**config.mk**
```make
export PLATFORM = sky130hd
export DESIGN_NAME = decode_top
export DESIGN_NICKNAME = d
export VERILOG_FILES = /design/src/dec_pkg.sv /design/src/if_id_stage.sv /design/src/i_decoder.sv /design/src/m_decoder.sv /design/src/decoder.sv /design/src/id_ex_stage.sv /design/src/decode_top.sv
export SDC_FILE = /design/constraint.sdc
export NUM_CORES = 1
export LEC_CHECK = 0
export ABC_AREA = 1
export BUFFER_PORTS_ARGS = -buffer_cell sky130_fd_sc_hd__buf_2
export CAP_MARGIN = 20
export CELL_PAD_IN_SITES_DETAIL_PLACEMENT = 1
export CELL_PAD_IN_SITES_GLOBAL_PLACEMENT = 2
export CORE_MARGIN = 2
export CORE_UTILIZATION = 31
export DETAILED_ROUTE_END_ITERATION = 6
export PLACE_DENSITY = 0.86
export SKIP_CTS_REPAIR_TIMING = 1
export SYNTH_ARGS = -nofsm -noshare
export SYNTH_HDL_FRONTEND = slang
export SYNTH_HIERARCHICAL = 1
export SYNTH_SLANG_ARGS = --single-unit
```
**constraint.sdc**
```tcl
create_clock -name clk_i -period 2.6 [get_ports clk_i]
set_input_delay 0 -clock clk_i [delete_from_list [all_inputs] [get_ports clk_i]]
set_output_delay 0 -clock clk_i [all_outputs]
set_load 0.1 [all_outputs]
```
**src/dec_pkg.sv**
```systemverilog
// RV32IM decode types only; branches, jumps, A/B extensions and operand selects are not encoded
package dec_pkg;

  ////////////////////////////////////////
  // Opcode and function fields
  ////////////////////////////////////////
  typedef logic [6:0] opcode_t;                 // Major opcode, instr[6:0]

  localparam opcode_t OPC_OP      = 7'h33;      // Register-register ALU
  localparam opcode_t OPC_OPIMM   = 7'h13;      // Register-immediate ALU
  localparam opcode_t OPC_LOAD    = 7'h03;
  localparam opcode_t OPC_STORE   = 7'h23;
  localparam opcode_t OPC_LUI     = 7'h37;
  localparam opcode_t OPC_AUIPC   = 7'h17;
  localparam opcode_t OPC_SYSTEM  = 7'h73;      // ECALL, EBREAK, MRET, WFI, CSR
  localparam opcode_t OPC_MISCMEM = 7'h0f;      // FENCE, FENCE.I

  localparam logic [6:0] FUNCT7_BASE   = 7'h00; // Plain ALU op
  localparam logic [6:0] FUNCT7_ALT    = 7'h20; // SUB and SRA
  localparam logic [6:0] FUNCT7_MULDIV = 7'h01; // RV32M

  // Fully specified SYSTEM words
  localparam logic [31:0] INSTR_ECALL  = 32'h0000_0073;
  localparam logic [31:0] INSTR_EBREAK = 32'h0010_0073;
  localparam logic [31:0] INSTR_MRET   = 32'h3020_0073;
  localparam logic [31:0] INSTR_WFI    = 32'h1050_0073;

  ////////////////////////////////////////
  // Vector types and operator enums
  ////////////////////////////////////////
  typedef logic [31:0] instr_t;                 // Uncompressed instruction word
  typedef logic [1:0]  lsu_size_t;              // 0 byte, 1 halfword, 2 word

  typedef enum logic [3:0] {ADD, SUB, SLL, SLT, SLTU, XOR, SRL, SRA, OR, AND} alu_op_e;
  typedef enum logic [1:0] {MUL, MULH, MULHSU, MULHU} mul_op_e;  // funct3 0..3 order
  typedef enum logic [1:0] {DIV, DIVU, REM, REMU} div_op_e;      // funct3 4..7 order
  typedef enum logic [1:0] {CSR_READ, CSR_WRITE, CSR_SET, CSR_CLEAR} csr_op_e;

  ////////////////////////////////////////
  // Pipe structs
  ////////////////////////////////////////
  typedef struct packed {
    logic      alu_en;
    logic      mul_en;
    logic      div_en;
    logic      lsu_en;
    logic      csr_en;
    logic      sys_en;
    logic      rf_we;
    alu_op_e   alu_operator;
    mul_op_e   mul_operator;
    div_op_e   div_operator;
    csr_op_e   csr_op;
    logic      lsu_we;
    lsu_size_t lsu_size;
    logic      lsu_sext;
    logic [1:0] rf_re;                          // Bit 0 rs1, bit 1 rs2
    logic      sys_ecall;
    logic      sys_ebrk;
    logic      sys_mret;
    logic      sys_wfi;
    logic      sys_fencei;
    logic      illegal_insn;
  } decoder_ctrl_t;

  typedef struct packed {
    logic   valid;
    instr_t instr;
    logic   illegal_c_insn;                     // Set by the compressed expander
  } if_id_pipe_t;

  typedef struct packed {
    logic          valid;
    decoder_ctrl_t ctrl;
  } id_ex_pipe_t;

  // No-match result of every sub-decoder
  localparam decoder_ctrl_t DECODER_CTRL_ILLEGAL_INSN = '{
    alu_en: 1'b0, mul_en: 1'b0, div_en: 1'b0, lsu_en: 1'b0, csr_en: 1'b0,
    sys_en: 1'b0, rf_we: 1'b0,
    alu_operator: ADD, mul_operator: MUL, div_operator: DIV, csr_op: CSR_READ,
    lsu_we: 1'b0, lsu_size: 2'd0, lsu_sext: 1'b0, rf_re: 2'b00,
    sys_ecall: 1'b0, sys_ebrk: 1'b0, sys_mret: 1'b0, sys_wfi: 1'b0, sys_fencei: 1'b0,
    illegal_insn: 1'b1
  };

  // Same word with illegal_insn cleared; bubbles, reset and decode start point
  localparam decoder_ctrl_t DECODER_CTRL_IDLE = '{
    alu_en: 1'b0, mul_en: 1'b0, div_en: 1'b0, lsu_en: 1'b0, csr_en: 1'b0,
    sys_en: 1'b0, rf_we: 1'b0,
    alu_operator: ADD, mul_operator: MUL, div_operator: DIV, csr_op: CSR_READ,
    lsu_we: 1'b0, lsu_size: 2'd0, lsu_sext: 1'b0, rf_re: 2'b00,
    sys_ecall: 1'b0, sys_ebrk: 1'b0, sys_mret: 1'b0, sys_wfi: 1'b0, sys_fencei: 1'b0,
    illegal_insn: 1'b0
  };

endpackage

```
**src/if_id_stage.sv**
```systemverilog
// Fetch-side register; captures on every edge, no stall, a low valid just marks a bubble
`timescale 1ns/10ps

module if_id_stage import dec_pkg::*; (
  input  logic        clk_i,
  input  logic        rst_n_i,          // Async, active low
  input  logic        instr_valid_i,    // Plain strobe from fetch
  input  instr_t      instr_i,          // Fetched word
  input  logic        illegal_c_i,      // Expander found a bad compressed encoding
  output if_id_pipe_t if_id_pipe_o      // Held for one ID cycle
);

  ////////////////////////////////////////
  // IF/ID register
  ////////////////////////////////////////

  // Invalid zero word after reset
  always_ff @(posedge clk_i or negedge rst_n_i) begin
    if (!rst_n_i) begin
      if_id_pipe_o.valid          <= 1'b0;
      if_id_pipe_o.instr          <= '0;
      if_id_pipe_o.illegal_c_insn <= 1'b0;
    end else begin
      if_id_pipe_o.valid          <= instr_valid_i;  // Bubble when low
      if_id_pipe_o.instr          <= instr_i;
      if_id_pipe_o.illegal_c_insn <= illegal_c_i;    // Travels with its word
    end
  end

endmodule

```
**src/i_decoder.sv**
```systemverilog
// RV32I base decode only; branches and jumps come out illegal, CSR ops are decoded but not run
`timescale 1ns/10ps

module i_decoder import dec_pkg::*; (
  input  instr_t        instr_rdata_i,   // Word from IF/ID
  output decoder_ctrl_t decoder_ctrl_o   // illegal_insn set when nothing matches
);

  opcode_t    opcode;
  logic [2:0] funct3;
  logic [6:0] funct7;
  logic [4:0] rs1;                       // Also the CSR uimm field
  logic       legal_op;
  logic       legal_opimm;

  assign opcode = instr_rdata_i[6:0];
  assign funct3 = instr_rdata_i[14:12];
  assign funct7 = instr_rdata_i[31:25];
  assign rs1    = instr_rdata_i[19:15];

  // funct7 0x20 only exists for SUB and SRA
  assign legal_op = (funct7 == FUNCT7_BASE) ||
                    ((funct7 == FUNCT7_ALT) && ((funct3 == 3'd0) || (funct3 == 3'd5)));

  // Shift immediates reuse funct7, the rest carry imm bits there
  assign legal_opimm = (funct3 == 3'd1) ? (funct7 == FUNCT7_BASE) :
                       (funct3 == 3'd5) ? ((funct7 == FUNCT7_BASE) || (funct7 == FUNCT7_ALT)) :
                       1'b1;

  // funct3 to ALU operator, alt picks SUB or SRA
  function automatic alu_op_e alu_op(input logic [2:0] f3, input logic alt);
    alu_op_e op;
    case (f3)
      3'd0:    op = alt ? SUB : ADD;
      3'd1:    op = SLL;
      3'd2:    op = SLT;
      3'd3:    op = SLTU;
      3'd4:    op = XOR;
      3'd5:    op = alt ? SRA : SRL;
      3'd6:    op = OR;
      default: op = AND;
    endcase
    return op;
  endfunction

  ////////////////////////////////////////
  // Decode by major opcode
  ////////////////////////////////////////
  always_comb begin
    decoder_ctrl_o = DECODER_CTRL_IDLE;            // Start legal, knock out below
    case (opcode)
      OPC_OP: begin
        decoder_ctrl_o.alu_en       = 1'b1;
        decoder_ctrl_o.rf_we        = 1'b1;
        decoder_ctrl_o.rf_re        = 2'b11;       // rs1 and rs2
        decoder_ctrl_o.alu_operator = alu_op(funct3, funct7[5]);
        if (!legal_op) decoder_ctrl_o = DECODER_CTRL_ILLEGAL_INSN;
      end
      OPC_OPIMM: begin
        decoder_ctrl_o.alu_en       = 1'b1;
        decoder_ctrl_o.rf_we        = 1'b1;
        decoder_ctrl_o.rf_re        = 2'b01;       // rs1 only
        // imm[10] only means SRAI for funct3 5, ADDI stays ADD
        decoder_ctrl_o.alu_operator = alu_op(funct3, funct7[5] && (funct3 == 3'd5));
        if (!legal_opimm) decoder_ctrl_o = DECODER_CTRL_ILLEGAL_INSN;
      end
      OPC_LUI, OPC_AUIPC: begin
        decoder_ctrl_o.alu_en       = 1'b1;        // Immediate plus zero or PC
        decoder_ctrl_o.rf_we        = 1'b1;
        decoder_ctrl_o.alu_operator = ADD;
      end
      OPC_LOAD: begin
        decoder_ctrl_o.lsu_en   = 1'b1;
        decoder_ctrl_o.rf_we    = 1'b1;
        decoder_ctrl_o.rf_re    = 2'b01;
        decoder_ctrl_o.lsu_size = funct3[1:0];
        decoder_ctrl_o.lsu_sext = !funct3[2];      // LBU and LHU zero extend
        if ((funct3 == 3'd3) || (funct3 > 3'd5)) decoder_ctrl_o = DECODER_CTRL_ILLEGAL_INSN;
      end
      OPC_STORE: begin
        decoder_ctrl_o.lsu_en   = 1'b1;
        decoder_ctrl_o.lsu_we   = 1'b1;
        decoder_ctrl_o.rf_re    = 2'b11;           // Address base and store data
        decoder_ctrl_o.lsu_size = funct3[1:0];
        if (funct3 > 3'd2) decoder_ctrl_o = DECODER_CTRL_ILLEGAL_INSN;
      end
      OPC_SYSTEM: begin
        if (funct3 == 3'd0) begin
          decoder_ctrl_o.sys_en = 1'b1;
          case (instr_rdata_i)                     // Exact match, no don't-care bits
            INSTR_ECALL:  decoder_ctrl_o.sys_ecall = 1'b1;
            INSTR_EBREAK: decoder_ctrl_o.sys_ebrk  = 1'b1;
            INSTR_MRET:   decoder_ctrl_o.sys_mret  = 1'b1;
            INSTR_WFI:    decoder_ctrl_o.sys_wfi   = 1'b1;
            default:      decoder_ctrl_o = DECODER_CTRL_ILLEGAL_INSN;
          endcase
        end else if (funct3 == 3'd4) begin
          decoder_ctrl_o = DECODER_CTRL_ILLEGAL_INSN;
        end else begin
          decoder_ctrl_o.csr_en = 1'b1;
          decoder_ctrl_o.rf_we  = 1'b1;            // Old CSR value to rd
          decoder_ctrl_o.rf_re  = funct3[2] ? 2'b00 : 2'b01;  // uimm forms read no reg
          case (funct3[1:0])
            2'd1:    decoder_ctrl_o.csr_op = CSR_WRITE;
            2'd2:    decoder_ctrl_o.csr_op = (rs1 == 5'd0) ? CSR_READ : CSR_SET;
            default: decoder_ctrl_o.csr_op = (rs1 == 5'd0) ? CSR_READ : CSR_CLEAR;
          endcase
        end
      end
      OPC_MISCMEM: begin
        if (funct3 == 3'd1) begin
          decoder_ctrl_o.sys_en     = 1'b1;
          decoder_ctrl_o.sys_fencei = 1'b1;
        end else if (funct3 != 3'd0) begin        // FENCE is a legal no-op
          decoder_ctrl_o = DECODER_CTRL_ILLEGAL_INSN;
        end
      end
      default: decoder_ctrl_o = DECODER_CTRL_ILLEGAL_INSN;  // Branches, jumps, unknown
    endcase
  end

endmodule

```
**src/m_decoder.sv**
```systemverilog
// RV32M decode only; matches OP with funct7 0x01, anything else returns the illegal word
`timescale 1ns/10ps

module m_decoder import dec_pkg::*; (
  input  instr_t        instr_rdata_i,   // Word from IF/ID
  output decoder_ctrl_t decoder_ctrl_o   // illegal_insn set when not RV32M
);

  logic [2:0] funct3;
  logic       match;

  assign funct3 = instr_rdata_i[14:12];
  assign match  = (instr_rdata_i[6:0] == OPC_OP) && (instr_rdata_i[31:25] == FUNCT7_MULDIV);

  always_comb begin
    decoder_ctrl_o = DECODER_CTRL_ILLEGAL_INSN;
    if (match) begin
      decoder_ctrl_o       = DECODER_CTRL_IDLE;
      decoder_ctrl_o.rf_we = 1'b1;
      decoder_ctrl_o.rf_re = 2'b11;              // Both sources always read
      if (funct3[2]) begin
        decoder_ctrl_o.div_en       = 1'b1;
        decoder_ctrl_o.div_operator = div_op_e'(funct3[1:0]);  // DIV DIVU REM REMU
      end else begin
        decoder_ctrl_o.mul_en       = 1'b1;
        decoder_ctrl_o.mul_operator = mul_op_e'(funct3[1:0]);  // MUL MULH MULHSU MULHU
      end
    end
  end

endmodule

```
**src/decoder.sv**
```systemverilog
// Combinational ID decode; no operand selects or register addresses, suppression is level based
`timescale 1ns/10ps

module decoder import dec_pkg::*; #(
  parameter bit M_EXT = 1'b1              // Build the RV32M sub-decoder
) (
  input  if_id_pipe_t   if_id_pipe_i,     // Word and flags in ID
  input  logic          deassert_we_i,    // Controller kills this ID instruction
  output logic          valid_o,          // Stage valid, passed through
  output decoder_ctrl_t decoder_ctrl_o    // Final, suppressed controls
);

  decoder_ctrl_t i_ctrl;                  // RV32I result
  decoder_ctrl_t m_ctrl;                  // RV32M result or illegal default
  decoder_ctrl_t mux_subdec;              // Winner among sub-decoders
  decoder_ctrl_t mux_ctrl;                // After the compressed override

  ////////////////////////////////////////
  // Sub-decoders
  ////////////////////////////////////////
  i_decoder u_i_decoder (
    .instr_rdata_i  (if_id_pipe_i.instr),
    .decoder_ctrl_o (i_ctrl)
  );

  generate
    if (M_EXT) begin : gen_m_decoder
      m_decoder u_m_decoder (
        .instr_rdata_i  (if_id_pipe_i.instr),
        .decoder_ctrl_o (m_ctrl)
      );
    end else begin : gen_no_m_decoder
      assign m_ctrl = DECODER_CTRL_ILLEGAL_INSN;  // Never matches
    end
  endgenerate

  // M first, then I, otherwise illegal
  always_comb begin
    if (!m_ctrl.illegal_insn) begin
      mux_subdec = m_ctrl;
    end else if (!i_ctrl.illegal_insn) begin
      mux_subdec = i_ctrl;
    end else begin
      mux_subdec = DECODER_CTRL_ILLEGAL_INSN;
    end
  end

  // Bad compressed encoding beats whatever the expanded word decodes to
  assign mux_ctrl = if_id_pipe_i.illegal_c_insn ? DECODER_CTRL_ILLEGAL_INSN : mux_subdec;

  ////////////////////////////////////////
  // Suppression
  ////////////////////////////////////////
  always_comb begin
    decoder_ctrl_o = mux_ctrl;                      // Operators always pass
    if (deassert_we_i) begin
      decoder_ctrl_o.alu_en       = 1'b0;
      decoder_ctrl_o.mul_en       = 1'b0;
      decoder_ctrl_o.div_en       = 1'b0;
      decoder_ctrl_o.lsu_en       = 1'b0;
      decoder_ctrl_o.csr_en       = 1'b0;
      decoder_ctrl_o.sys_en       = 1'b0;
      decoder_ctrl_o.rf_we        = 1'b0;
      decoder_ctrl_o.lsu_we       = 1'b0;         // Memory write is a write enable too
      decoder_ctrl_o.illegal_insn = 1'b0;         // No trap for a killed instruction
    end
  end

  assign valid_o = if_id_pipe_i.valid;

endmodule

```
**src/id_ex_stage.sv**
```systemverilog
// Execute-side register; loads the idle word on bubbles so no enable reaches execute
`timescale 1ns/10ps

module id_ex_stage import dec_pkg::*; (
  input  logic          clk_i,
  input  logic          rst_n_i,          // Async, active low
  input  logic          valid_i,          // ID stage valid
  input  decoder_ctrl_t decoder_ctrl_i,   // Already suppressed
  output id_ex_pipe_t   id_ex_pipe_o      // Controls for execute
);

  ////////////////////////////////////////
  // ID/EX register
  ////////////////////////////////////////
  always_ff @(posedge clk_i or negedge rst_n_i) begin
    if (!rst_n_i) begin
      id_ex_pipe_o.valid <= 1'b0;
      id_ex_pipe_o.ctrl  <= DECODER_CTRL_IDLE;   // All enables low
    end else begin
      id_ex_pipe_o.valid <= valid_i;
      // Bubble still registers, just with nothing enabled
      id_ex_pipe_o.ctrl  <= valid_i ? decoder_ctrl_i : DECODER_CTRL_IDLE;
    end
  end

endmodule

```
**src/decode_top.sv**
```systemverilog
// Decode slice top; fixed 2-edge latency from instr_valid_i to id_ex_pipe_o, no back-pressure
`timescale 1ns/10ps

module decode_top import dec_pkg::*; (
  input  logic        clk_i,
  input  logic        rst_n_i,
  input  logic        instr_valid_i,
  input  instr_t      instr_i,
  input  logic        illegal_c_i,
  input  logic        deassert_we_i,    // Level, applies to the word in ID
  output id_ex_pipe_t id_ex_pipe_o
);

  if_id_pipe_t   if_id_pipe;            // IF/ID register contents
  logic          id_valid;              // ID stage valid
  decoder_ctrl_t id_ctrl;               // Decoded, suppressed controls

  if_id_stage u_if_id_stage (
    .clk_i         (clk_i),
    .rst_n_i       (rst_n_i),
    .instr_valid_i (instr_valid_i),
    .instr_i       (instr_i),
    .illegal_c_i   (illegal_c_i),
    .if_id_pipe_o  (if_id_pipe)
  );

  decoder u_decoder (
    .if_id_pipe_i   (if_id_pipe),
    .deassert_we_i  (deassert_we_i),
    .valid_o        (id_valid),
    .decoder_ctrl_o (id_ctrl)
  );

  id_ex_stage u_id_ex_stage (
    .clk_i          (clk_i),
    .rst_n_i        (rst_n_i),
    .valid_i        (id_valid),
    .decoder_ctrl_i (id_ctrl),
    .id_ex_pipe_o   (id_ex_pipe_o)
  );

endmodule

```
==> results of run 1 <==
[worst paths after layout]
check	slack (ns)	startpoint	to	cells past startpoint
max in group asynchronous	2.10	rst_n_i	u_id_ex_stage/id_ex_pipe_o[18]	3
setup reg to reg	0.26	u_if_id_stage/if_id_pipe_o[14]	u_id_ex_stage/id_ex_pipe_o[4]	15
min in group clk_i	0.28	instr_i[24]	u_if_id_stage/if_id_pipe_o[25]	2
hold reg to reg	0.83	u_if_id_stage/if_id_pipe_o[13]	u_id_ex_stage/id_ex_pipe_o[14]	6
setup / recovery	0.26	u_if_id_stage/if_id_pipe_o[14]	u_id_ex_stage/id_ex_pipe_o[4]	15
hold / removal	0.20	rst_n_i	u_if_id_stage/if_id_pipe_o[21]	3
[metrics by stage]
| step | hold WS, ns | total power (uW) |
|---|---|---|
| 3_5_place_dp | 0.0444 | 1240 |
| 3_3_place_gp | 0.0298 | 1240 |
| 6_report | 0.200 | 2140 |
| 5_1_grt | 0.242 | 2270 |
| 4_1_cts | -0.343 | 2140 |
| 2_1_floorplan | -0.296 | 1190 |
[cells by family (layout without fill, tap and decap cells)]
logic type / after synthesis / count (layout) / synth area share
buf+inv: 108 / 188 / 0.163
compound gates: 43 / 43 / 0.0697
other cells: 2 / 25 / 0.00216
simple gates: 235 / 235 / 0.288
fa+ha+maj: 5 / 5 / 0.0180
flops: 64 / 64 / 0.460
[cell type report]
class	count	area, sq um	share of cell area
clock inverter	2	37.5	0.00853
inverter	65	249	0.0566
sequential	64	1600	0.364
multi-input combinational	308	1420	0.323
tap	140	175	0.0398
timing repair buffer	107	753	0.171
clock buffer	14	163	0.0370
[worst reg2reg max path, delay by kind of cell, from the launching register on]
kind / cells / cell delay (ns)
DFF: 1 / 0.46
and+or+nand+nor: 9 / 0.96
AOI/OAI and AO/OA: 1 / 0.18
adders and majority gates: 1 / 0.20
buffers and inverters: 4 / 0.47
[metal layers]
| layer | GRT usage | share of wire | vias to the layer above |
|---|---|---|---|
| li1 | - | - | 1542 |
| met1 | 0.193 | 0.44 | 1427 |
| met2 | 0.253 | 0.51 | 63 |
| met3 | 0.0353 | 0.038 | 10 |
| met4 | 0.0597 | 0.014 | 0 |
| met5 | 0 | 0 | - |
[registers in the layout, summed over array words and instances, names as in the netlist]
name and flops:
u_id_ex_stage/id_ex_pipe_o 30, u_if_id_stage/if_id_pipe_o 34
[power groups by stage]
stage / sequential, uW / combinational, uW / clock (uW)
floorplan: 1080 / 116 / 0
global placement: 1080 / 162 / 0
detailed placement: 1080 / 165 / 0
CTS: 1060 / 165 / 913
global route: 1070 / 236 / 965
finish: 1060 / 209 / 874
[placed cells by master (no fill, tap or decap), types with 2 or more instances in the layout]
cell type	n
inv_2	10
inv_1	54
o21ai_0	2
a21oi_1	33
dlygate4sd3_1	36
nand2_2	3
conb_1	25
buf_2	66
dfrtp_1	64
clkbuf_8	11
ha_1	3
nor2_2	6
clkbuf_1	3
nor2_1	57
buf_12	2
nand4_1	2
a21oi_2	3
nor3_1	2
buf_4	3
nand2_1	118
nand3_1	41
==> results.yml, run 1 <==
global_route:
  antenna_found_initial: 0
  grt_overflow: 0
  track_usage: 0.153
  grt_max_degree: 65
  grt_pass1_wl_um: 14100
  grt_pass1_vias: 2977
die:
  coreArea_sq_um: 10900
  dieArea_sq_um: 12100
  die_y_um: 110
  die_w_um: 110
  start_util: 0.320
  rows: 38
  io-pin-count: 67
logic_synthesis:
  syn_inst: 457
  synth_edf_count: 0
  syn_avg_cell_area_sq_um: 7.62
  ys_types: 31
  ys_seq_area_frac: 0.460
  synth-seq-cells: 64
  ys_warn_count: 6
  synth.most_common_cell: "nand2_1"
  synth_ff_type: "dfrtp_1"
  netlist_area_sq_um: 3480
  async_reset_ff_frac: 1.00
  synthTopCellsByArea: "dfrtp_1, nand2_1, buf_4"
  netlist_top_cells_count: "nand2_1, dfrtp_1, nor2_1"
  synth_top_area_frac: 0.460
  synth_top_area_cell: "dfrtp_1"
clocking:
  ctsLongestPathBuffers: 2
  clockRootBuffer: "clkbuf_8"
  cts.clk_slew.worst_paths_ns: 0.07
  cts_buffers: 9
  cts_tree: "built"
  clock_sinks: 64
  htreeDepth: 3
  clock_latency_ns: 0.35
sta:
  period_needed_ns: 2.34
  rsz0062_at_grt: "false"
  slew_headroom: 0.398
  fin_tns_setup_ns: 0
  fmax_ghz: 0.428
  finalHoldViolations: 0
  post-route-period-util: 0.898
  fin_skew_ns: 0.0133
  setup-violations-final: 0
  layout_setup_ws_ns: 0.265
  worst_slew_pin_slew_ns: 0.903
  report.final.slew_viol_count: 0
job:
  cap_violations: 0
setup_path:
  critPathSlowestCell: "dfrtp_1"
  cpPeakStageDelay_ns: 0.46
  cp-end-kind: "flop"
  crit_fanout: 23
  cp_top_family: "simple AND/OR/NAND/NOR gates"
  cp-start-kind: "flop"
  worstPathArrival_ns: 2.62
  setup.worst_path.class: "reg -> reg"
  cp.buffers_inverters: 4
  required_ns: 2.88
  path_cells: "inv_2, ha_4, nand4_2, nor2_2, nand2_2, nor2_1, nor2_1, nand3_2, nand2_1, inv_2, buf_12, nand3_1, a21oi_1, nand2_1, inv_1"
power:
  pwr-share-clk: 0.408
  peakVddDrop_mv: 0.253
  powerDensity_nw_per_um2: 487
  leakage_uw: 0.00239
  intPower_uw: 1610
  comb_power_share: 0.097
  switching_share: 0.248
  p_switching_uw: 531
  seqPwrFrac: 0.495
layout:
  drive_gt1_frac: 0.205
  antennaDiodeCount: 0
  fill_cells: 1365
  nets: 597
  final_cells: 700
  fin_util: 0.404
  area_growth_pct: 26.3
  design_area_sq_um: 4400
placed_design:
  place_area_sq_um: 3820
  dp_hpwl_um: 6250
  routabilityCongestion: 0.898
  port_buffers: 66
  dp_slack_ns: 0.0304
  dp.cells: 648
drt:
  routed_wl_um: 8830
  vias_per_cell: 4.35
  drt_iter0_markers: 92
  via_count: 3042
  ant_nets: 0
  wl_per_cell_um: 12.6
  drc: 0
  drtPass1Iterations: 4
status:
  status: "finished clean"
worst_hold_path:
  hp-class: "in -> async"
(Power assumes the default switching activity.)
==> inputs of run 2 (changes only) <==
--- a/config.mk
+++ b/config.mk
@@ -6,13 +6,13 @@
 export NUM_CORES = 1
 export LEC_CHECK = 0
 export ABC_AREA = 1
-export BUFFER_PORTS_ARGS = -buffer_cell sky130_fd_sc_hd__buf_2
 export CAP_MARGIN = 20
 export CELL_PAD_IN_SITES_DETAIL_PLACEMENT = 1
 export CELL_PAD_IN_SITES_GLOBAL_PLACEMENT = 2
 export CORE_MARGIN = 2
-export CORE_UTILIZATION = 31
+export CORE_UTILIZATION = 36
 export DETAILED_ROUTE_END_ITERATION = 6
+export DONT_BUFFER_PORTS = 1
 export PLACE_DENSITY = 0.86
 export SKIP_CTS_REPAIR_TIMING = 1
 export SYNTH_ARGS = -nofsm -noshare
==> run 2 against run 1 <==
Against the previous run:
- worst hold slack lost 0.087 ns
- fmax grew 1.0%
- die area shrank 13%
- critical path depth is the same
- cell count shrank 9.7%
- first-iteration DRC count shrank 25%
- final area shrank 6.0%
- largest power group unchanged
- highest routed layer unchanged
==> results.yml, run 2 (synthesis gave the netlist of run 1 again) <==
drt:
  routed_wl_um: 8320
  drtPass1Iterations: 4
  via_count: 2867
  wl_per_cell_um: 13.2
  drc: 0
  drt_iter0_markers: 69
  ant_nets: 0
  vias_per_cell: 4.54
global_route:
  grt_overflow: 0
  track_usage: 0.170
  grt_pass1_wl_um: 13500
  grt_max_degree: 65
  grt_pass1_vias: 2842
  antenna_found_initial: 0
sta:
  slew_headroom: 0.391
  worst_slew_pin_slew_ns: 0.914
  fin_skew_ns: 0.0137
  report.final.slew_viol_count: 0
  setup-violations-final: 0
  layout_setup_ws_ns: 0.288
  fmax_ghz: 0.433
  post-route-period-util: 0.889
  period_needed_ns: 2.31
  hold-worst-slack_ns: 0.114
  finalHoldViolations: 0
  fin_tns_setup_ns: 0
  rsz0062_at_grt: "false"
setup_path:
  setup.worst_path.class: "reg -> reg"
  required_ns: 2.88
  crit_fanout: 8
  cp-start-kind: "flop"
  r2r_cells: 15
  worstPathArrival_ns: 2.59
  rrSetupSlack_ns: 0.29
  cp-end-kind: "flop"
  rr_endpoint: "u_id_ex_stage/id_ex_pipe_o[4]"
  r2r_start: "u_if_id_stage/if_id_pipe_o[14]"
power:
  pwr-share-clk: 0.411
  p_switching_uw: 549
  switching_share: 0.258
  leakage_uw: 0.00213
  seqPwrFrac: 0.508
  comb_power_share: 0.082
  peakVddDrop_mv: 0.478
  intPower_uw: 1570
  powerDensity_nw_per_um2: 513
clocking:
  htreeDepth: 3
  clock_sinks: 64
  cts.clk_slew.worst_paths_ns: 0.08
  clock_latency_ns: 0.35
  cts_tree: "built"
  cts_buffers: 9
  clockRootBuffer: "clkbuf_8"
  ctsLongestPathBuffers: 2
worst_hold_path:
  hold_path.startpoint: "deassert_we_i"
  hp-class: "in -> reg"
  min_to: "u_id_ex_stage/id_ex_pipe_o[25]"
  hold_depth: 4
layout:
  seqCellArea_sq_um: 1600
  reg.largest.list: "u_if_id_stage/if_id_pipe_o x34, u_id_ex_stage/id_ex_pipe_o x30"
  nets: 540
  final_cell_mix: "nand2_1, dfrtp_1, nor2_1, inv_1, nand3_1"
  fill_cells: 1181
  antennaDiodeCount: 0
  area_growth_pct: 18.8
  final_common_cell: "nand2_1"
  final_cells: 632
  fin_util: 0.443
  drive_gt1_frac: 0.125
  regMostFlops: "u_if_id_stage/if_id_pipe_o"
  multi_input_area_sq_um: 1430
  largest_register_ffs: 34
die:
  dieArea_sq_um: 10500
  coreArea_sq_um: 9330
  die_y_um: 102
  io-pin-count: 67
  start_util: 0.373
  die_w_um: 102
  rows: 35
placed_design:
  port_buffers: 0
  dp_slack_ns: 0.0585
  routabilityCongestion: 0.809
  dp_hpwl_um: 5960
  dp.cells: 576
status:
  status: "finished clean"
job:
  cap_violations: 0
run 2: per-layer routing:
metal	GRT usage	vias to the layer above	share of wire
li1	-	1433	-
met1	0.208	1369	0.45
met2	0.296	55	0.51
met3	0.0404	10	0.030
met4	0.0523	0	0.013
met5	0	-	0
run 2: power groups by stage:
stage | combinational [uW] | clock [uW] | sequential, uW
2_1_floorplan | 116 | 0 | 1080
3_5_place_dp | 98.6 | 0 | 1100
5_1_grt | 198 | 951 | 1080
4_1_cts | 99.0 | 909 | 1080
3_3_place_gp | 96.8 | 0 | 1100
6_report | 173 | 872 | 1080
run 2: through the flow:
stage	total power [uW]	instance area, sq um
2_1_floorplan	1190	3570
3_3_place_gp	1190	3490
3_5_place_dp	1200	3490
4_1_cts	2090	3690
5_1_grt	2230	4140
6_report	2120	4140
run 2: worst max path at each step:
stage                                         from                        endpoint  cells past startpoint
CTS                 u_if_id_stage/if_id_pipe_o[14]   u_id_ex_stage/id_ex_pipe_o[4]                     15
global placement    u_if_id_stage/if_id_pipe_o[14]   u_id_ex_stage/id_ex_pipe_o[4]                     15
detailed placement  u_if_id_stage/if_id_pipe_o[14]   u_id_ex_stage/id_ex_pipe_o[4]                     15
finish              u_if_id_stage/if_id_pipe_o[14]   u_id_ex_stage/id_ex_pipe_o[4]                     15
global route        u_if_id_stage/if_id_pipe_o[13]   u_id_ex_stage/id_ex_pipe_o[4]                     17
floorplan           u_if_id_stage/if_id_pipe_o[14]  u_id_ex_stage/id_ex_pipe_o[10]                     15
run 2: layout make-up:
type,instances,share of cell area
Multi-Input combinational cell,308,0.346
Tap cell,129,0.0390
Clock inverter,6,0.0163
Clock buffer,10,0.0333
Sequential cell,64,0.387
Inverter,65,0.0602
Timing Repair Buffer,50,0.117
run 2: critical path: stages (launching register included):
cell and delay, ns:
dfrtp_2 0.46, inv_2 0.14, ha_4 0.19, nand4_2 0.12, nor2_2 0.10, nand2_2 0.09
nor2_1 0.19, nor2_1 0.09, nand3_2 0.06, nand2_1 0.08, inv_2 0.12, buf_4 0.16
nand3_1 0.11, a21oi_1 0.16, nand2_1 0.07, inv_1 0.09
